`config.mk`:
```
export PLATFORM = sky130hd
export DESIGN_NAME = mem_req_top
export DESIGN_NICKNAME = d
export VERILOG_FILES = /design/src/hw/mem_req_pkg.sv /design/src/hw/arb_pkg.sv /design/src/hw/req_chan_if.sv /design/src/hw/req_ingress.sv /design/src/hw/req_fifo_lutram.sv /design/src/hw/req_buffer.sv /design/src/hw/req_arbiter.sv /design/src/hw/mem_req_top.sv
export VERILOG_INCLUDE_DIRS = /design/src /design/src/include
export SDC_FILE = /design/constraint.sdc
export NUM_CORES = 1
export LEC_CHECK = 0
export BUFFER_PORTS_ARGS = -buffer_cell sky130_fd_sc_hd__buf_2
export CELL_PAD_IN_SITES_DETAIL_PLACEMENT = 2
export CELL_PAD_IN_SITES_GLOBAL_PLACEMENT = 2
export CORE_MARGIN = 2
export CORE_UTILIZATION = 50
export CTS_CLUSTER_DIAMETER = 200
export CTS_CLUSTER_SIZE = 30
export DETAILED_ROUTE_END_ITERATION = 6
export GPL_ROUTABILITY_DRIVEN = 0
export HOLD_SLACK_MARGIN = 0.1
export PLACE_DENSITY = 0.92
export SYNTH_ARGS = -nofsm -noshare
export SYNTH_HDL_FRONTEND = slang
export SYNTH_SLANG_ARGS = --single-unit
export TNS_END_PERCENT = 20
```
`constraint.sdc`:
```
create_clock -name clk -period 37.4 [get_ports clk]
set_clock_uncertainty 0.05 [all_clocks]
set_input_delay 1.87 -clock clk [delete_from_list [all_inputs] [get_ports clk]]
set_output_delay 1.87 -clock clk [all_outputs]
set_load 0.01 [all_outputs]
```
`src/include/mem_req_defines.svh`:
```
/*
 * Width and depth macros for the memory request shim.
 * Covers the address, tag and line data widths, plus the
 * depth and almost-full threshold of the per-channel FIFOs.
 */

`ifndef MEM_REQ_DEFINES_SVH
`define MEM_REQ_DEFINES_SVH

// Width of one line address
`define MEM_ADDR_WIDTH 32

// Width of the per-channel sequence tag
`define MEM_TAG_WIDTH 8

// Width of the write line data
`define MEM_DATA_WIDTH 64

// Slots in each channel FIFO
`define REQ_FIFO_ENTRIES 6

// Almost-full rises once this many slots or fewer remain free
`define REQ_FIFO_THRESHOLD 4

`endif

```
`src/hw/mem_req_pkg.sv`:
```
/*
 * Payload types of the memory request path.
 * Holds the address, tag and line data vectors and the
 * occupancy counter type of the channel FIFOs.
 */

`default_nettype none

`include "mem_req_defines.svh"

package mem_req_pkg;

    // Line address of a request
    typedef logic [`MEM_ADDR_WIDTH-1:0] mem_addr_t;

    // Sequence tag stamped on each request by the ingress stage
    typedef logic [`MEM_TAG_WIDTH-1:0] mem_tag_t;

    // Line data carried by a write
    typedef logic [`MEM_DATA_WIDTH-1:0] mem_data_t;

    // One extra bit so that a completely full FIFO can be counted
    typedef logic [$clog2(`REQ_FIFO_ENTRIES + 1)-1:0] fifo_cnt_t;

endpackage

`default_nettype wire

```
`src/hw/arb_pkg.sv`:
```
/*
 * Arbitration types for the memory port.
 * Holds the round-robin state and the channel identifier.
 */

`default_nettype none

package arb_pkg;

    // Records which channel won the most recent transfer
    typedef enum logic {
        LAST_RD = 1'b0,
        LAST_WR = 1'b1
    } arb_state_t;

    // Channel 0 carries reads and channel 1 carries writes
    typedef enum logic {
        CHAN_RD = 1'b0,
        CHAN_WR = 1'b1
    } chan_id_t;

endpackage

`default_nettype wire

```
`src/hw/req_chan_if.sv`:
```
/*
 * Two-channel request bundle.
 * Carries the read channel, the write channel with its line data,
 * and the almost-full flag of each channel flowing back.
 * Modports for the sending and the receiving side.
 */

`timescale 1ns/1ps
`default_nettype none

interface req_chan_if
    import mem_req_pkg::*;
();

    // Channel 0, reads
    logic      rd_valid;
    mem_addr_t rd_addr;
    mem_tag_t  rd_tag;

    // Channel 1, writes with a full line of data
    logic      wr_valid;
    mem_addr_t wr_addr;
    mem_tag_t  wr_tag;
    mem_data_t wr_data;

    // Flow control back toward the sender, one flag per channel
    logic      rd_alm_full;
    logic      wr_alm_full;

    modport sender (
        output rd_valid, rd_addr, rd_tag,
        output wr_valid, wr_addr, wr_tag, wr_data,
        input  rd_alm_full, wr_alm_full
    );

    modport receiver (
        input  rd_valid, rd_addr, rd_tag,
        input  wr_valid, wr_addr, wr_tag, wr_data,
        output rd_alm_full, wr_alm_full
    );

endinterface

`default_nettype wire

```
`src/hw/req_ingress.sv`:
```
/*
 * Ingress register stage of the request shim.
 * Registers each incoming read and write request and stamps it
 * with that channel's sequence tag. The buffer's almost-full
 * flags are handed back out unchanged.
 */

`timescale 1ns/1ps
`default_nettype none

module req_ingress
    import mem_req_pkg::*;
(
    input  logic      clk,
    input  logic      rst,

    input  logic      in_rd_valid,
    input  mem_addr_t in_rd_addr,
    input  logic      in_wr_valid,
    input  mem_addr_t in_wr_addr,
    input  mem_data_t in_wr_data,

    output logic      out_rd_alm_full,
    output logic      out_wr_alm_full,

    req_chan_if.sender req
);

    // Next tag to hand out on each channel
    mem_tag_t rd_tag_cnt;
    mem_tag_t wr_tag_cnt;

    // ====================
    // Control state
    // ====================

    // Valids and tag counters are the only state that needs a reset.
    // The counters wrap at the tag width, matching the modulo tag seen downstream
    always_ff @(posedge clk)
    begin
        if (rst)
        begin
            req.rd_valid <= 1'b0;
            req.wr_valid <= 1'b0;
            rd_tag_cnt   <= '0;
            wr_tag_cnt   <= '0;
        end
        else
        begin
            req.rd_valid <= in_rd_valid;
            req.wr_valid <= in_wr_valid;
            if (in_rd_valid)
                rd_tag_cnt <= rd_tag_cnt + 1'b1;
            if (in_wr_valid)
                wr_tag_cnt <= wr_tag_cnt + 1'b1;
        end
    end

    // ====================
    // Payload registers
    // ====================

    // Payload is only meaningful while the matching valid is high
    always_ff @(posedge clk)
    begin
        req.rd_addr <= in_rd_addr;
        req.rd_tag  <= rd_tag_cnt;
        req.wr_addr <= in_wr_addr;
        req.wr_tag  <= wr_tag_cnt;
        req.wr_data <= in_wr_data;
    end

    // The flags are already registered inside the FIFOs
    assign out_rd_alm_full = req.rd_alm_full;
    assign out_wr_alm_full = req.wr_alm_full;

endmodule

`default_nettype wire

```
`src/hw/req_fifo_lutram.sv`:
```
/*
 * Small FIFO held in distributed RAM.
 * Circular buffer with read and write pointers and an occupancy count.
 * The head is shown first-word-out and almost-full is registered.
 */

`timescale 1ns/1ps
`default_nettype none

`include "mem_req_defines.svh"

module req_fifo_lutram
    import mem_req_pkg::*;
#(
    parameter int N_DATA_BITS = 32,
    parameter int N_ENTRIES   = `REQ_FIFO_ENTRIES,
    parameter int THRESHOLD   = `REQ_FIFO_THRESHOLD
)
(
    input  logic                   clk,
    input  logic                   rst,

    input  logic [N_DATA_BITS-1:0] enq_data,
    input  logic                   enq_en,
    output logic                   alm_full,

    output logic [N_DATA_BITS-1:0] first,
    input  logic                   deq_en,
    output logic                   not_empty
);

    localparam int PTR_W = (N_ENTRIES > 1) ? $clog2(N_ENTRIES) : 1;

    typedef logic [PTR_W-1:0] ptr_t;

    // Storage has no reset, only the pointers and the count do
    logic [N_DATA_BITS-1:0] ram [N_ENTRIES];

    ptr_t      wr_ptr;
    ptr_t      rd_ptr;
    fifo_cnt_t cnt;
    fifo_cnt_t cnt_next;
    logic      do_enq;
    logic      do_deq;

    // Depth need not be a power of two, so wrap explicitly
    function automatic ptr_t ptr_inc(input ptr_t p);
        ptr_inc = (p == ptr_t'(N_ENTRIES - 1)) ? '0 : ptr_t'(p + 1'b1);
    endfunction

    assign not_empty = (cnt != '0);

    // A dequeue of an empty FIFO is ignored
    assign do_deq = deq_en && not_empty;

    // When full, an enqueue only fits alongside a dequeue
    assign do_enq = enq_en && ((cnt != fifo_cnt_t'(N_ENTRIES)) || do_deq);

    always_comb
    begin
        cnt_next = cnt;
        if (do_enq && !do_deq)
            cnt_next = cnt + 1'b1;
        else if (do_deq && !do_enq)
            cnt_next = cnt - 1'b1;
    end

    always_ff @(posedge clk)
    begin
        if (do_enq)
            ram[wr_ptr] <= enq_data;
    end

    always_ff @(posedge clk)
    begin
        if (rst)
        begin
            wr_ptr   <= '0;
            rd_ptr   <= '0;
            cnt      <= '0;
            alm_full <= 1'b0;
        end
        else
        begin
            if (do_enq)
                wr_ptr <= ptr_inc(wr_ptr);
            if (do_deq)
                rd_ptr <= ptr_inc(rd_ptr);
            cnt <= cnt_next;
            // Flag follows the occupancy left after this cycle's traffic
            alm_full <= (cnt_next >= fifo_cnt_t'(N_ENTRIES - THRESHOLD));
        end
    end

    // First-word-out, the head is visible the cycle after its enqueue
    assign first = ram[rd_ptr];

endmodule

`default_nettype wire

```
`src/hw/req_buffer.sv`:
```
/*
 * Two-channel request buffer.
 * Holds each channel in its own FIFO and raises a per-channel
 * almost-full flag. Heads leave only on an explicit dequeue.
 * Reads may optionally skip an empty FIFO.
 */

`timescale 1ns/1ps
`default_nettype none

`include "mem_req_defines.svh"

module req_buffer
    import mem_req_pkg::*;
#(
    // Nonzero lets a read reach the head in the cycle it arrives
    // when the read FIFO is empty. Writes never bypass, as the
    // mux on the line data would cost too much
    parameter bit ENABLE_RD_BYPASS = 1'b0
)
(
    input  logic clk,
    input  logic rst,

    // Registered requests from the ingress stage
    req_chan_if.receiver raw,

    // Buffered heads, where a valid means a head is present
    req_chan_if.sender   buffered,

    // Consumer removes a head by pulsing the matching dequeue
    input  logic deq_rd,
    input  logic deq_wr
);

    localparam int RD_BITS = $bits(mem_addr_t) + $bits(mem_tag_t);
    localparam int WR_BITS = RD_BITS + $bits(mem_data_t);

    logic [RD_BITS-1:0] rd_first;
    logic               rd_not_empty;
    logic               rd_enq;
    logic               rd_deq;
    mem_addr_t          rd_fifo_addr;
    mem_tag_t           rd_fifo_tag;

    logic [WR_BITS-1:0] wr_first;
    logic               wr_not_empty;

    // ====================
    // Read channel
    // ====================

    // Field order here must match the enq_data packing below
    assign {rd_fifo_addr, rd_fifo_tag} = rd_first;

    generate
        if (ENABLE_RD_BYPASS == 1'b0)
        begin : g_no_bypass
            // Every read passes through the FIFO
            assign buffered.rd_valid = rd_not_empty;
            assign buffered.rd_addr  = rd_fifo_addr;
            assign buffered.rd_tag   = rd_fifo_tag;
            assign rd_enq            = raw.rd_valid;
            assign rd_deq            = deq_rd;
        end
        else
        begin : g_bypass
            // An empty FIFO lets the arriving read show through as the head
            assign buffered.rd_valid = rd_not_empty || raw.rd_valid;
            assign buffered.rd_addr  = rd_not_empty ? rd_fifo_addr : raw.rd_addr;
            assign buffered.rd_tag   = rd_not_empty ? rd_fifo_tag : raw.rd_tag;

            // Store the arriving read unless it was consumed straight away
            assign rd_enq = raw.rd_valid && (rd_not_empty || !deq_rd);
            assign rd_deq = deq_rd && rd_not_empty;
        end
    endgenerate

    req_fifo_lutram #(
        .N_DATA_BITS (RD_BITS),
        .N_ENTRIES   (`REQ_FIFO_ENTRIES),
        .THRESHOLD   (`REQ_FIFO_THRESHOLD)
    ) rd_fifo (
        .clk       (clk),
        .rst       (rst),
        .enq_data  ({raw.rd_addr, raw.rd_tag}),
        .enq_en    (rd_enq),
        .alm_full  (raw.rd_alm_full),
        .first     (rd_first),
        .deq_en    (rd_deq),
        .not_empty (rd_not_empty)
    );

    // ====================
    // Write channel
    // ====================

    // Unpack the head, same field order as the packing into the FIFO
    assign {buffered.wr_addr, buffered.wr_tag, buffered.wr_data} = wr_first;
    assign buffered.wr_valid = wr_not_empty;

    req_fifo_lutram #(
        .N_DATA_BITS (WR_BITS),
        .N_ENTRIES   (`REQ_FIFO_ENTRIES),
        .THRESHOLD   (`REQ_FIFO_THRESHOLD)
    ) wr_fifo (
        .clk       (clk),
        .rst       (rst),
        .enq_data  ({raw.wr_addr, raw.wr_tag, raw.wr_data}),
        .enq_en    (raw.wr_valid),
        .alm_full  (raw.wr_alm_full),
        .first     (wr_first),
        .deq_en    (deq_wr),
        .not_empty (wr_not_empty)
    );

endmodule

`default_nettype wire

```
`src/hw/req_arbiter.sv`:
```
/*
 * Round-robin arbiter onto the memory request port.
 * Picks between the buffered read and write heads, holds the
 * choice while the port stalls and dequeues the winner on transfer.
 */

`timescale 1ns/1ps
`default_nettype none

module req_arbiter
    import mem_req_pkg::*;
    import arb_pkg::*;
(
    input  logic      clk,
    input  logic      rst,

    // Buffered heads from the request buffer
    req_chan_if.receiver heads,

    output logic      deq_rd,
    output logic      deq_wr,

    // Memory request port with a valid/ready handshake
    output logic      mem_valid,
    input  logic      mem_ready,
    output logic      mem_is_wr,
    output mem_addr_t mem_addr,
    output mem_tag_t  mem_tag,
    output mem_data_t mem_data
);

    arb_state_t state;
    chan_id_t   grant;
    chan_id_t   held_chan;
    logic       held;
    logic       xfer;

    // Flow control is carried by the dequeues on this link
    assign heads.rd_alm_full = 1'b0;
    assign heads.wr_alm_full = 1'b0;

    // ====================
    // Grant selection
    // ====================

    always_comb
    begin
        if (held)
            // A stalled offer keeps its channel so the payload stays put
            grant = held_chan;
        else if (heads.rd_valid && heads.wr_valid)
            // Both waiting, so the loser of the last transfer goes next
            grant = (state == LAST_RD) ? CHAN_WR : CHAN_RD;
        else if (heads.rd_valid)
            grant = CHAN_RD;
        else
            grant = CHAN_WR;
    end

    assign mem_valid = heads.rd_valid || heads.wr_valid;
    assign xfer      = mem_valid && mem_ready;

    // Dequeue lands in the same cycle as the transfer
    assign deq_rd = xfer && (grant == CHAN_RD);
    assign deq_wr = xfer && (grant == CHAN_WR);

    // ====================
    // Payload mux
    // ====================

    assign mem_is_wr = (grant == CHAN_WR);
    assign mem_addr  = (grant == CHAN_WR) ? heads.wr_addr : heads.rd_addr;
    assign mem_tag   = (grant == CHAN_WR) ? heads.wr_tag : heads.rd_tag;
    // Reads carry no data
    assign mem_data  = (grant == CHAN_WR) ? heads.wr_data : '0;

    always_ff @(posedge clk)
    begin
        if (rst)
        begin
            // Reads win the first tie
            state     <= LAST_WR;
            held      <= 1'b0;
            held_chan <= CHAN_RD;
        end
        else
        begin
            held      <= mem_valid && !mem_ready;
            held_chan <= grant;
            if (xfer)
                state <= (grant == CHAN_WR) ? LAST_WR : LAST_RD;
        end
    end

endmodule

`default_nettype wire

```
`src/hw/mem_req_top.sv`:
```
/*
 * Top level of the memory request shim.
 * Chains the ingress stage, the two-channel buffer and the
 * round-robin arbiter behind plain ports.
 */

`timescale 1ns/1ps
`default_nettype none

module mem_req_top
    import mem_req_pkg::*;
#(
    parameter bit ENABLE_RD_BYPASS = 1'b0
)
(
    input  logic      clk,
    input  logic      rst,

    // Request inputs, a one-cycle valid is one request
    input  logic      in_rd_valid,
    input  mem_addr_t in_rd_addr,
    input  logic      in_wr_valid,
    input  mem_addr_t in_wr_addr,
    input  mem_data_t in_wr_data,

    // Source may send on a channel only if its flag was low last cycle
    output logic      rd_alm_full,
    output logic      wr_alm_full,

    output logic      mem_valid,
    input  logic      mem_ready,
    output logic      mem_is_wr,
    output mem_addr_t mem_addr,
    output mem_tag_t  mem_tag,
    output mem_data_t mem_data
);

    logic deq_rd;
    logic deq_wr;

    req_chan_if ingress_to_buf ();
    req_chan_if buf_to_arb ();

    req_ingress ingress_i (
        .clk             (clk),
        .rst             (rst),
        .in_rd_valid     (in_rd_valid),
        .in_rd_addr      (in_rd_addr),
        .in_wr_valid     (in_wr_valid),
        .in_wr_addr      (in_wr_addr),
        .in_wr_data      (in_wr_data),
        .out_rd_alm_full (rd_alm_full),
        .out_wr_alm_full (wr_alm_full),
        .req             (ingress_to_buf.sender)
    );

    req_buffer #(
        .ENABLE_RD_BYPASS (ENABLE_RD_BYPASS)
    ) buffer_i (
        .clk      (clk),
        .rst      (rst),
        .raw      (ingress_to_buf.receiver),
        .buffered (buf_to_arb.sender),
        .deq_rd   (deq_rd),
        .deq_wr   (deq_wr)
    );

    req_arbiter arbiter_i (
        .clk       (clk),
        .rst       (rst),
        .heads     (buf_to_arb.receiver),
        .deq_rd    (deq_rd),
        .deq_wr    (deq_wr),
        .mem_valid (mem_valid),
        .mem_ready (mem_ready),
        .mem_is_wr (mem_is_wr),
        .mem_addr  (mem_addr),
        .mem_tag   (mem_tag),
        .mem_data  (mem_data)
    );

endmodule

`default_nettype wire

```
==> reports/qor.yml, run 1 <==
floorplan:
  ioPinCount: 241
  dieHeight_um: 279
  start_util_pct: 50.7
  die_x_um: 279
  core.rowCount: 100
synthesis:
  ys_types: 52
  synth-edff-count: 864
  seq_area_frac_synth_pct: 78.8
  syn_nets: 2094
  yosysWarnings: 0
  ys_async_sr_fraction_pct: 0
  syn_area_per_cell_um2: 19.4
  syn_inst: 1951
  synth_top_flop_cell: "edfxtp_1"
  synth_area_mm2: 0.0378
  ys_ff_latch: 1055
clocking:
  cts_max_level: 2
  ctsHoldBuffers: 0
  cts_inserted_buffers: 41
  cts_repair_resize_count: 0
  clockBufferDepth: 3
  postCtsSetupBuffers: 0
  root_buffer: "clkbuf_16"
  clock-sinks: 1055
placed_design:
  dp_cells: 3083
  hpwl_mm: 71.7
  placement.io_buffers: 240
outcome:
  status: "did not finish"
  toolErrorMsg: "[ERROR DPL-0033] detailed placement checks failed during check placement."
  haltStage: "clock tree synthesis (4_1_cts)"
-- kinds of logic after synthesis --
logic type               count (synthesis)  synth area share (%)
AND/OR/NAND/NOR                        242                  2.77
AO/OA/AOI/OAI                          221                  3.89
buffers and inverters                  113                  1.29
multiplexers                           292                  12.5
flip-flops                            1055                  78.8
XOR/XNOR                                18                 0.417
adder cells (fa/ha/maj)                 10                 0.331
-- per-stage QoR --
step | setup slack, ns | area (um2) | hold WS, ns
detailed placement | 31.87 | 40000 | 0.323
global placement | 32.06 | 40000 | 0.313
floorplan | 24.47 | 37800 | 0.289
-- cells in the mapped netlist, types with 3 or more instances --
library cell	instances	share of area (%)
o21ai_1	3	0.040
mux4_2	144	8.6
a21oi_1	10	0.13
and3_1	6	0.099
buf_2	40	0.53
nand4_1	6	0.099
mux2i_1	148	3.9
nor2b_1	7	0.12
dfxtp_1	191	10
o21ai_0	86	1.1
ha_1	10	0.33
o21a_1	3	0.060
inv_1	10	0.099
nor2_1	92	0.91
edfxtp_1	864	69
xnor2_1	8	0.19
clkbuf_1	47	0.47
a211oi_1	65	1.3
xor2_1	10	0.23
o211ai_1	40	0.79
nor3_1	5	0.066
buf_1	13	0.13
and2_1	3	0.050
nand2_1	100	0.99
or3_1	7	0.12
==> run 2, diff against run 1 <==
Settings changed: CELL_PAD_IN_SITES_DETAIL_PLACEMENT 2 to default, CELL_PAD_IN_SITES_GLOBAL_PLACEMENT 2 to default, CORE_UTILIZATION 50 to 40, CTS_CLUSTER_DIAMETER 200 to default, CTS_CLUSTER_SIZE 30 to default, HOLD_SLACK_MARGIN 0.1 to default, PLACE_DENSITY 0.92 to default, PLACE_DENSITY_LB_ADDON from default to 0.15.
==> reports/qor.yml, run 2 <==
placed_design:
  hpwl_mm: 45.9  # was 71.7 mm
  placement.io_buffers: 240  # unchanged
  placed_cell_area_mm2: 0.0404  # was 0.0400 mm2
  dp_slack_ns: 31.86  # was 31.87 ns
synthesis:
  yosysWarnings: 0  # unchanged
  synth_area_mm2: 0.0378  # unchanged
  ys_ff_latch: 1055  # unchanged
  synth_top_area_share_pct: 68.7  # unchanged
  seq_area_frac_synth_pct: 78.8  # unchanged
  synth_common_cells: "edfxtp_1, dfxtp_1, mux2i_1, mux4_2, nand2_1"  # unchanged
  syn_area_per_cell_um2: 19.4  # unchanged
  synthTopCellsByArea: "edfxtp_1, dfxtp_1, mux4_2, mux2i_1, a211oi_1"  # unchanged
  synth_top_area_cell: "edfxtp_1"  # unchanged
  synth_most_common_cell: "edfxtp_1"  # unchanged
  ys_async_sr_fraction_pct: 0  # unchanged
  synth-edff-count: 864  # unchanged
  syn_nets: 2094  # unchanged
  ys_types: 52  # unchanged
  synth_top_flop_cell: "edfxtp_1"  # unchanged
  syn_inst: 1951  # unchanged
cells_and_area:
  largest_register_ffs: 624
  multi_input_area_mm2: 0.00759
  area_growth_pct: 16.5
  regMostFlops: "buffer_i.wr_fifo.ram"
  top_regs: "buffer_i.wr_fifo.ram (624), buffer_i.rd_fifo.ram (240), ingress_i.req.wr_data (64)"
  fin_util_pct: 47.1
  layout_commonest_cell: "edfxtp_1"
  final_area_mm2: 0.0440
  drive_gt1_share_pct: 26.3
  register_area_mm2: 0.0298
  final_cell_mix: "edfxtp_1, buf_2, dfxtp_1"
  nFillCells: 7924
  fin_nets: 2371
clocking:
  clkLatencyLatePin_ns: 0.68
  cts_max_level: 3  # was 2
  cts_repair_resize_count: 0  # unchanged
  cts_inserted_buffers: 109  # was 41
  clockBufferDepth: 3  # unchanged
  tritoncts: "built"
  root_buffer: "clkbuf_16"  # unchanged
  ctsHoldBuffers: 0  # unchanged
  postCtsSetupBuffers: 0  # unchanged
  path_clk_slew_ns: 0.05
  clock-sinks: 1055  # unchanged
floorplan:
  start_util_pct: 40.4  # was 50.7%
  core.rowCount: 112  # was 100
  ioPinCount: 241  # unchanged
  dieHeight_um: 311  # was 279 um
  core_mm2: 0.0935
  die_x_um: 311  # was 279 um
  die_area_mm2: 0.0969
timing:
  setup_tns_ns: 0
  slew_viol_final: 0
  hold_viol: 0
  clock.fmax_mhz: 161
  worst_pin_slew_ns: 1.22
  setup_viol: 0
  period_share_pct: 16.6
  period_needed_ns: 6.22
  relSlewSlack_pct: 18.7
  setup_slack_ns: 31.18
  rsz0062_at_grt: "false"
worst_setup_path:
  cp.arrival_ns: 4.30
  crit_end: "mem_addr[26]"
  reg2reg_from: "buffer_i.wr_fifo.cnt[0]$_SDFF_PP0_"
  worst_setup_path_end_kind: "output port"
  startpoint_type: "flop"
  worst_ep_required_time_ns: 35.48
  slowest_delay_ns: 0.66
  critical_path_class: "reg -> out"
  cpMaxStageDelayCell: "buf_4"
  path_common_cell: "buf_4"
  crit_fanout: 56
  worstSetupStartpoint: "buffer_i.wr_fifo.cnt[0]$_SDFF_PP0_"
  timing.rr.end: "buffer_i.wr_fifo.ram[1][22]$_DFFE_PP_"
  cp_cell_sequence: "inv_1, ha_1, nor2b_1, o211ai_4, nand2_4, buf_4, buf_4, o21ai_0, buf_2"
  r2r_cells: 9
  rrSetupSlack_ns: 33.50
detailed_routing:
  post-route-drc-count: 0
  wl_per_cell_um: 23.0
  firstDrtPassIters: 5
  routed_wirelength_mm: 82.3
  dr.first_iter.drc_count: 1277
  vias: 18300
  antenna_left: 0
  vias_per_cell: 5.10
global_routing:
  grt_max_degree: 115
  grt_antenna_before_repair: 7
  overflow: 0
  grt_pass1_wl_mm: 123
  grt_usage_pct: 17.0
  grt_pass1_vias: 19400
outcome:
  status: "completed"  # was did not finish
power:
  vdd.ir_drop.worst_mv: 0.0550
  finalPower_mw: 3.11
  p_leak_nw: 14.3
  p_per_area_mw_per_mm2: 70.7
run:
  cap_violations: 0
worst_hold_path:
  min_path_type: "reg -> reg"
-- run 2: cell counts after synthesis --
No cell type changed its count.
-- run 2: layout make-up --
| cell class | count | share of cell area (%) |
|---|---|---|
| Sequential cell | 1055 | 67.6 |
| Multi-Input combinational cell | 783 | 17.2 |
| Clock buffer | 147 | 6.98 |
| Tap cell | 1254 | 3.56 |
| Timing Repair Buffer | 269 | 3.28 |
| Clock inverter | 59 | 1.18 |
| Inverter | 10 | 0.0966 |
| Antenna cell | 3 | 0.0170 |
-- run 2: worst min-delay path by stage --
stage | startpoint | end | slack, ns | cells past startpoint
after CTS | ingress_i.wr_tag_cnt[7]$_SDFFE_PP0P_ | ingress_i.req.wr_tag[7]$_DFF_P_ | 0.31 | 0
final | ingress_i.wr_tag_cnt[7]$_SDFFE_PP0P_ | ingress_i.req.wr_tag[7]$_DFF_P_ | 0.31 | 0
after detailed placement | ingress_i.wr_tag_cnt[7]$_SDFFE_PP0P_ | ingress_i.req.wr_tag[7]$_DFF_P_ | 0.31 | 0
after global routing | ingress_i.wr_tag_cnt[7]$_SDFFE_PP0P_ | ingress_i.req.wr_tag[7]$_DFF_P_ | 0.32 | 0
after global placement | ingress_i.rd_tag_cnt[7]$_SDFFE_PP0P_ | ingress_i.req.rd_tag[7]$_DFF_P_ | 0.30 | 0
after floorplan | ingress_i.rd_tag_cnt[7]$_SDFFE_PP0P_ | ingress_i.req.rd_tag[7]$_DFF_P_ | 0.29 | 0
-- run 2: metrics by stage --
stage / instances / hold slack, ns
2_1_floorplan: 1951 / 0.289
5_1_grt: 3580 / 0.322
3_3_place_gp: 3371 / 0.299
3_5_place_dp: 3371 / 0.307
4_1_cts: 3577 / 0.315
6_report: 3580 / 0.312
-- run 2: cells by family (layout without fill, tap and decap cells) --
logic type	after synthesis	after routing	share of synthesized area, %
compound gates	221	221	3.89
xor+xnor	18	18	0.417
fa+ha+maj	10	10	0.331
buf+inv	113	485	1.29
flops	1055	1055	78.8
mux	292	292	12.5
other cells	0	3	0
simple gates	242	242	2.77
-- run 2: critical path: cells and delay by family, from the launching register on --
family / cells / cell delay [ns]
buf+inv: 4 / 1.60
simple gates: 2 / 0.91
compound gates: 2 / 0.43
flops: 1 / 0.33
fa+ha+maj: 1 / 0.15
-- run 2: per-layer routing --
layer | vias to the layer above | track usage, % | wire, um
li1 | 8297 | - | -
met1 | 9458 | 22.8 | 35800
met2 | 378 | 28.1 | 40900
met3 | 127 | 3.01 | 3710
met4 | 6 | 5.35 | 1920
met5 | - | 0 | 31
-- run 2: power by group --
group / switching [mW] / leakage, nW / internal [mW]
clock: 0.443 / 1.78 / 0.631
combinational: 0.377 / 3.11 / 0.281
sequential: 0.0534 / 9.45 / 1.33
Note: power is estimated with default switching activity, not from simulation.
==> run 3, diff against run 2 <==
Settings changed: ABC_AREA from default to 1.
Clock period 37.4 ns to 5 ns, I/O delays scaled along.
==> reports/qor.yml, run 3 <==
power:
  p_int_mw: 15.2  # was 2.24 mW
  p_per_area_mw_per_mm2: 437  # was 70.7 mW/mm2
  share_seq_of_total_power_pct: 49.0  # was 44.3%
  power_frac_comb_pct: 10.4  # was 21.2%
  netSwitchingPower_mw: 4.82  # was 874 uW
  switching_share_pct: 24.0  # was 28.1%
  p_clk_share_pct: 40.6  # was 34.5%
  p_leak_nw: 16.3  # was 14.3 nW
  vdd.ir_drop.worst_mv: 0.354  # was 0.0550 mV
timing:
  slew_viol_final: 0  # unchanged
  clock.fmax_mhz: 257
  rsz0062_at_grt: "false"  # unchanged
  period_share_pct: 78.0
  worst_pin_slew_ns: 1.03  # was 1.22 ns
  setup_viol: 0  # unchanged
  period_needed_ns: 3.90
  hold_viol: 0  # unchanged
  relSlewSlack_pct: 31.6  # was 18.7%
worst_setup_path:
  cpMaxStageDelayCell: "dfxtp_4"  # was buf_4
  worst_ep_required_time_ns: 4.70  # was 35.48 ns
  slowest_delay_ns: 0.79  # was 0.66 ns
  cp.depth: 6  # was 9
  cp_cell_sequence: "buf_12, mux2i_1, o21ai_1, a31oi_1, a31oi_1, buf_2"  # was inv_1, ha_1, nor2b_1, o211ai_4, nand2_4, buf_4, buf_4, o21ai_0, buf_2
  worst_setup_path_end_kind: "output port"  # unchanged
  cp_top_family: "buffers and inverters"  # unchanged
  cp.arrival_ns: 3.60  # was 4.30 ns
  crit_fanout: 186  # was 56
  startpoint_type: "flop"  # unchanged
  cp.buffers_inverters: 2  # was 4
  critical_path_class: "reg -> out"  # unchanged
  r2r_cells: 12  # was 9
  path_common_cell: "a31oi_1"  # was buf_4
cells_and_area:
  regMostFlops: "buffer_i.wr_fifo.ram"  # unchanged
  drive_gt1_share_pct: 15.4  # was 26.3%
  final_cell_mix: "edfxtp_1, nand2_1, buf_2"  # was edfxtp_1, buf_2, dfxtp_1
  final_area_mm2: 0.0460  # was 0.0440 mm2
  area_growth_pct: 19.6  # was 16.5%
  top_regs: "buffer_i.wr_fifo.ram (624), buffer_i.rd_fifo.ram (240), ingress_i.req.wr_data (64)"  # unchanged
  final_cells: 4555  # was 3580
  fin_nets: 3338  # was 2371
  largest_register_ffs: 624  # unchanged
  layout_commonest_cell: "edfxtp_1"  # unchanged
  nFillCells: 8286  # was 7924
  diodes: 0  # was 3
clocking:
  clock-sinks: 1055  # unchanged
  clockBufferDepth: 3  # unchanged
  cts_inserted_buffers: 110  # was 109
  root_buffer: "clkbuf_16"  # unchanged
  clkLatencyLatePin_ns: 0.69  # was 0.68 ns
  cts_max_level: 3  # unchanged
  tritoncts: "built"  # unchanged
  path_clk_slew_ns: 0.06  # was 0.05 ns
  postCtsSetupBuffers: 0  # unchanged
synthesis:
  ys_async_sr_fraction_pct: 0  # unchanged
  synth_xor_area_share_pct: 0.0912  # was 0.417%
  synth_compound_gate_area_share_pct: 8.99  # was 3.89%
  synth_top_area_cell: "edfxtp_1"  # unchanged
  synth_top_area_share_pct: 67.5  # was 68.7%
  ys_ff_latch: 1055  # unchanged
  synthTopCellsByArea: "edfxtp_1, dfxtp_1, nand2_1, o21ai_0, nor2_1"  # was edfxtp_1, dfxtp_1, mux4_2, mux2i_1, a211oi_1
  synth_top_family_by_area: "simple AND/OR/NAND/NOR gates"  # was multiplexers
  synth-edff-count: 864  # unchanged
  synth_common_cells: "edfxtp_1, nand2_1, nor2_1, o21ai_0, dfxtp_1"  # was edfxtp_1, dfxtp_1, mux2i_1, mux4_2, nand2_1
  ys_types: 35  # was 52
  syn_nets: 2982  # was 2094
  seq_area_frac_synth_pct: 77.5  # was 78.8%
  synth_area_mm2: 0.0384  # was 0.0378 mm2
  synth_most_common_cell: "edfxtp_1"  # unchanged
  syn_area_per_cell_um2: 13.5  # was 19.4 um2
  muxShareOfSynthArea_pct: 1.04  # was 12.5%
  yosysWarnings: 0  # unchanged
  syn_inst: 2839  # was 1951
  synth-adder-area-share_pct: 0.326  # was 0.331%
  synth-simple-area-share_pct: 9.42  # was 2.77%
  synth_top_flop_cell: "edfxtp_1"  # unchanged
global_routing:
  overflow: 0  # unchanged
  grt_usage_pct: 18.7  # was 17.0%
  grt_pass1_wl_mm: 141  # was 123 mm
  grt_antenna_before_repair: 2  # was 7
  grtUsageMet2_pct: 31.0  # was 28.1%
  grt_max_degree: 187  # was 115
  busiest_layer: "met2"  # unchanged
  met1_usage_pct: 25.7  # was 22.8%
  met3_usage_pct: 2.98  # was 3.01%
  grt_pass1_vias: 23500  # was 19.4k
placed_design:
  placement.io_buffers: 240  # unchanged
  placed_cell_area_mm2: 0.0409  # was 0.0404 mm2
  hpwl_mm: 49.0  # was 45.9 mm
  dp_cells: 4213  # was 3371
worst_hold_path:
  hold_depth: 2  # was 0
  min_path_type: "in -> reg"  # was reg -> reg
detailed_routing:
  vias_per_cell: 5.15  # was 5.10
  routed_wirelength_mm: 92.8  # was 82.3 mm
  wl_per_cell_um: 20.4  # was 23.0 um
  post-route-drc-count: 0  # unchanged
  firstDrtPassIters: 5  # unchanged
  antenna_left: 0  # unchanged
  vias: 23500  # was 18.3k
  dr.first_iter.drc_count: 1879  # was 1277
floorplan:
  core_mm2: 0.0952  # was 0.0935 mm2
  die_area_mm2: 0.0986  # was 0.0969 mm2
  die_x_um: 314  # was 311 um
  core.rowCount: 113  # was 112
  dieHeight_um: 314  # was 311 um
  ioPinCount: 241  # unchanged
  start_util_pct: 40.4  # about the same
run:
  cap_violations: 0  # unchanged
outcome:
  status: "completed"  # unchanged
[run 3: changes by cell type after synthesis, sizes merged, moves of 65 or more]
cell,previous run,this run
nand2,101,481
o21ai,89,288
nor2,93,247
mux4,144,0
a21oi,10,149
nand3,1,139
mux2i,148,40
a31oi,1,80
a211oi,65,0
[run 3: path summary, 6_finish.rpt]
check	from	to	slack (ns)
max	flop	mem_addr[5]	1.10
min reg2reg	ingress_i.wr_tag_cnt[6]$_SDFFE_PP0P_	ingress_i.req.wr_tag[6]$_DFF_P_	0.31
min	in_rd_addr[8]	ingress_i.req.rd_addr[8]$_DFF_P_	0.15
max reg2reg	buffer_i.rd_fifo.cnt[0]$_SDFF_PP0_	buffer_i.wr_fifo.ram[0][56]$_DFFE_PP_	1.85
[run 3: per-layer routing]
metal	share of wire (%)	up-vias	routed length [um]
li1	-	11100	-
met1	44	11600	41300
met2	48	618	44600
met3	5.0	146	4630
met4	2.5	0	2280
met5	0	-	0
[run 3: cell families after synthesis]
kind of cell,Yosys count
DFF,1055
and+or+nand+nor,885
AOI/OAI and AO/OA,622
buffers and inverters,223
muxes,40
adders and majority gates,10
xor gates and xnor gates,4
[run 3: worst register-to-register path, cell delays in order (launching register included)]
cell,delay [ns]
dfxtp_1,0.38
inv_1,0.10
ha_1,0.25
nand2_1,0.16
nor2_2,0.07
nor2_1,0.19
nand2_2,0.10
nand3_2,0.07
nand2_2,0.17
inv_2,0.12
nand2_1,0.18
nor2_4,0.14
buf_4,0.72
[run 3: power groups by stage]
stage	combinational, mW	sequential (mW)	clock, mW
global placement	2.00	10.0	0
CTS	2.12	9.85	8.34
finish	2.08	9.84	8.14
global route	2.29	9.87	8.67
floorplan	1.20	9.96	0
detailed placement	2.02	10.0	0
[run 3: repair_timing]
item                                    in CTS  in global routing
gates resized for setup                      0                  0
hold endpoints to repair                   152                  0
endpoints found under the setup margin       0                  0
hold buffers                               135                  0
[run 3: layout make-up]
cell class	count	area, um2	share of cell area, %
Sequential cell	1055	29800	64.8
Inverter	53	210	0.457
Multi-Input combinational cell	1561	7710	16.8
Tap cell	1265	1580	3.44
Clock inverter	38	362	0.787
Timing Repair Buffer	414	2980	6.49
Clock buffer	169	3320	7.23
[run 3: stage by stage]
stage / setup TNS (ns) / hold WS [ns] / utilization [%] / power, mW / setup WS [ns]
finish: 0 / 0.149 / 48.3 / 20.1 / 1.10
global route: 0 / 0.121 / 48.3 / 20.8 / 0.918
CTS: 0 / 0.0959 / 48.3 / 20.3 / 1.11
detailed placement: 0 / 0.286 / 43.0 / 12.1 / 1.84
global placement: 0 / 0.290 / 43.0 / 12.0 / 1.88
floorplan: -830.00 / 0.228 / - / 11.2 / -1.39
==> run 4, diff against run 3 <==
Clock period 5 ns to 3.19 ns, I/O delays scaled along.
==> reports/qor.yml, run 4 (same netlist as run 3, synthesis figures left out) <==
cells_and_area:
  drive_gt1_share_pct: 16.9  # was 15.4%
  largest_register_ffs: 624  # unchanged
  fin_nets: 3361  # was 3338
  final_cell_mix: "edfxtp_1, nand2_1, buf_2"  # unchanged
  top_regs: "buffer_i.wr_fifo.ram (624), buffer_i.rd_fifo.ram (240), ingress_i.req.wr_data (64)"  # unchanged
  nFillCells: 8193  # was 8286
  final_area_mm2: 0.0465  # was 0.0460 mm2
  regMostFlops: "buffer_i.wr_fifo.ram"  # unchanged
  area_growth_pct: 21.0  # was 19.6%
  layout_commonest_cell: "edfxtp_1"  # unchanged
worst_setup_path:
  startpoint_type: "flop"  # unchanged
  crit_fanout: 36  # was 186
  cp_top_family: "buffers and inverters"  # unchanged
  cp.buffers_inverters: 4  # was 2
  cp.arrival_ns: 2.87  # was 3.60 ns
  worst_ep_required_time_ns: 2.98  # was 4.70 ns
  slowest_delay_ns: 0.41  # was 0.79 ns
  critical_path_class: "reg -> out"  # unchanged
  cp_cell_sequence: "inv_4, buf_4, buf_4, o21ai_0, o22ai_1, o21ai_1, a21oi_2, buf_2"  # was buf_12, mux2i_1, o21ai_1, a31oi_1, a31oi_1, buf_2
  path_common_cell: "buf_4"  # was a31oi_1
  cpMaxStageDelayCell: "inv_4"  # was dfxtp_4
  worst_setup_path_end_kind: "output port"  # unchanged
run:
  cap_violations: 0  # unchanged
global_routing:
  grt_max_degree: 105  # was 187
  grt_pass1_vias: 23700  # was 23.5k
  grt_pass1_wl_mm: 141  # about the same
  grt_usage_pct: 18.9  # was 18.7%
  overflow: 0  # unchanged
  grt_antenna_before_repair: 4  # was 2
clocking:
  root_buffer: "clkbuf_16"  # unchanged
  clock-sinks: 1055  # unchanged
  tritoncts: "built"  # unchanged
  clockBufferDepth: 3  # unchanged
  cts_max_level: 3  # unchanged
  clkLatencyLatePin_ns: 0.67  # was 0.69 ns
  path_clk_slew_ns: 0.06  # about the same
  cts_inserted_buffers: 110  # unchanged
placed_design:
  hpwl_mm: 52.2  # was 49.0 mm
  placement.io_buffers: 240  # unchanged
  placed_cell_area_mm2: 0.0413  # was 0.0409 mm2
timing:
  rsz0062_at_grt: "true"  # was false
  worst_pin_slew_ns: 0.849  # was 1.03 ns
  hold_slack_ns: 0.0713  # was 0.149 ns
  period_needed_ns: 3.08
  relSlewSlack_pct: 43.4  # was 31.6%
  setup_viol: 0  # unchanged
  slew_viol_final: 0  # unchanged
  period_share_pct: 96.4
  clock.fmax_mhz: 325
  hold_viol: 0  # unchanged
detailed_routing:
  routed_wirelength_mm: 94.7  # was 92.8 mm
  vias_per_cell: 5.19  # was 5.15
  dr.first_iter.drc_count: 1848  # was 1879
  vias: 23800  # was 23.5k
  wl_per_cell_um: 20.7  # was 20.4 um
  post-route-drc-count: 0  # unchanged
  antenna_left: 0  # unchanged
  firstDrtPassIters: 6  # was 5
power:
  netSwitchingPower_mw: 7.75  # was 4.82 mW
  p_leak_nw: 16.5  # was 16.3 nW
  vdd.ir_drop.worst_mv: 0.460  # was 0.354 mV
  switching_share_pct: 24.4  # was 24.0%
  p_clk_share_pct: 40.3  # was 40.6%
  power_frac_comb_pct: 11.1  # was 10.4%
  share_seq_of_total_power_pct: 48.6  # was 49.0%
  p_int_mw: 24.0  # was 15.2 mW
  p_per_area_mw_per_mm2: 681  # was 437 mW/mm2
floorplan:
  die_area_mm2: 0.0986  # unchanged
  dieHeight_um: 314  # unchanged
  die_x_um: 314  # unchanged
  core_mm2: 0.0952  # unchanged
  core.rowCount: 113  # unchanged
  ioPinCount: 241  # unchanged
  start_util_pct: 40.4  # unchanged
outcome:
  status: "completed"  # unchanged
worst_hold_path:
  min_path_type: "in -> reg"  # unchanged
-- run 4: what timing repair did --
item,4_1_cts,5_1_grt
endpoints found under the hold margin,155,0
pin swaps,1,0
setup endpoints to repair,26,27
hold buffers,135,0
gates resized for setup,17,3
cloned,1,1
setup buffers,1,0
-- run 4: worst reg2reg max path, stage by stage, from the launching register on --
cell     delay [ns]
dfxtp_2        0.34
inv_2          0.07
ha_4           0.16
nand2_4        0.10
nand2_4        0.07
a21oi_4        0.21
buf_12         0.16
nand2_2        0.07
nand3_2        0.09
nand2_4        0.12
inv_4          0.11
nand2_4        0.08
nor3_4         0.42
buf_4          0.40
-- run 4: worst paths after layout --
kind / startpoint / slack [ns] / depth (start not counted) / end
setup reg to reg: buffer_i.wr_fifo.cnt[0]$_SDFF_PP0_ / 0.40 / 13 / buffer_i.wr_fifo.ram[2][18]$_DFFE_PP_
setup / recovery: flop / 0.11 / 8 / mem_data[31]
hold reg to reg: ingress_i.wr_tag_cnt[6]$_SDFFE_PP0P_ / 0.30 / 0 / ingress_i.req.wr_tag[6]$_DFF_P_
hold / removal: in_rd_addr[24] / 0.07 / 2 / ingress_i.req.rd_addr[24]$_DFF_P_
-- run 4: area by class of cell --
type                       instances  area [um2]  share of cell area, %
sequential                      1055       29800                   64.0
tap                             1265        1580                   3.40
timing repair buffer             437        3390                   7.28
inverter                          53         220                  0.473
multi-input combinational       1561        7870                   16.9
clock buffer                     150        3130                   6.72
antenna                            1        2.50                0.00538
clock inverter                    60         536                   1.15
-- run 4: power by group through the flow --
| stage | clock network, mW | logic, mW | registers (mW) |
|---|---|---|---|
| finish | 12.8 | 3.51 | 15.4 |
| global route | 13.6 | 3.82 | 15.4 |
| CTS | 13.1 | 3.56 | 15.4 |
| detailed placement | 0 | 3.29 | 15.7 |
| global placement | 0 | 3.24 | 15.7 |
| floorplan | 0 | 1.91 | 15.6 |
-- run 4: metrics by stage --
step | total power, mW | util [%] | worst slack, ns | TNS, ns | instances
floorplan | 17.5 | - | -1.11 | -343.08 | 2839
global placement | 18.9 | 43.4 | 0.579 | 0 | 4233
detailed placement | 19.0 | 43.4 | 0.470 | 0 | 4233
CTS | 32.1 | 48.9 | 0.0186 | 0 | 4580
global route | 32.9 | 48.9 | -0.0612 | -0.145 | 4581
finish | 31.7 | 48.9 | 0.114 | 0 | 4582
-- run 4: per-layer routing --
layer	global-route usage, %	part of all wire, %	vias up
met2	31.1	48	671
met4	5.44	2.4	0
li1	-	-	11100
met5	0	0	-
met1	25.9	45	11900
met3	3.14	5.3	147
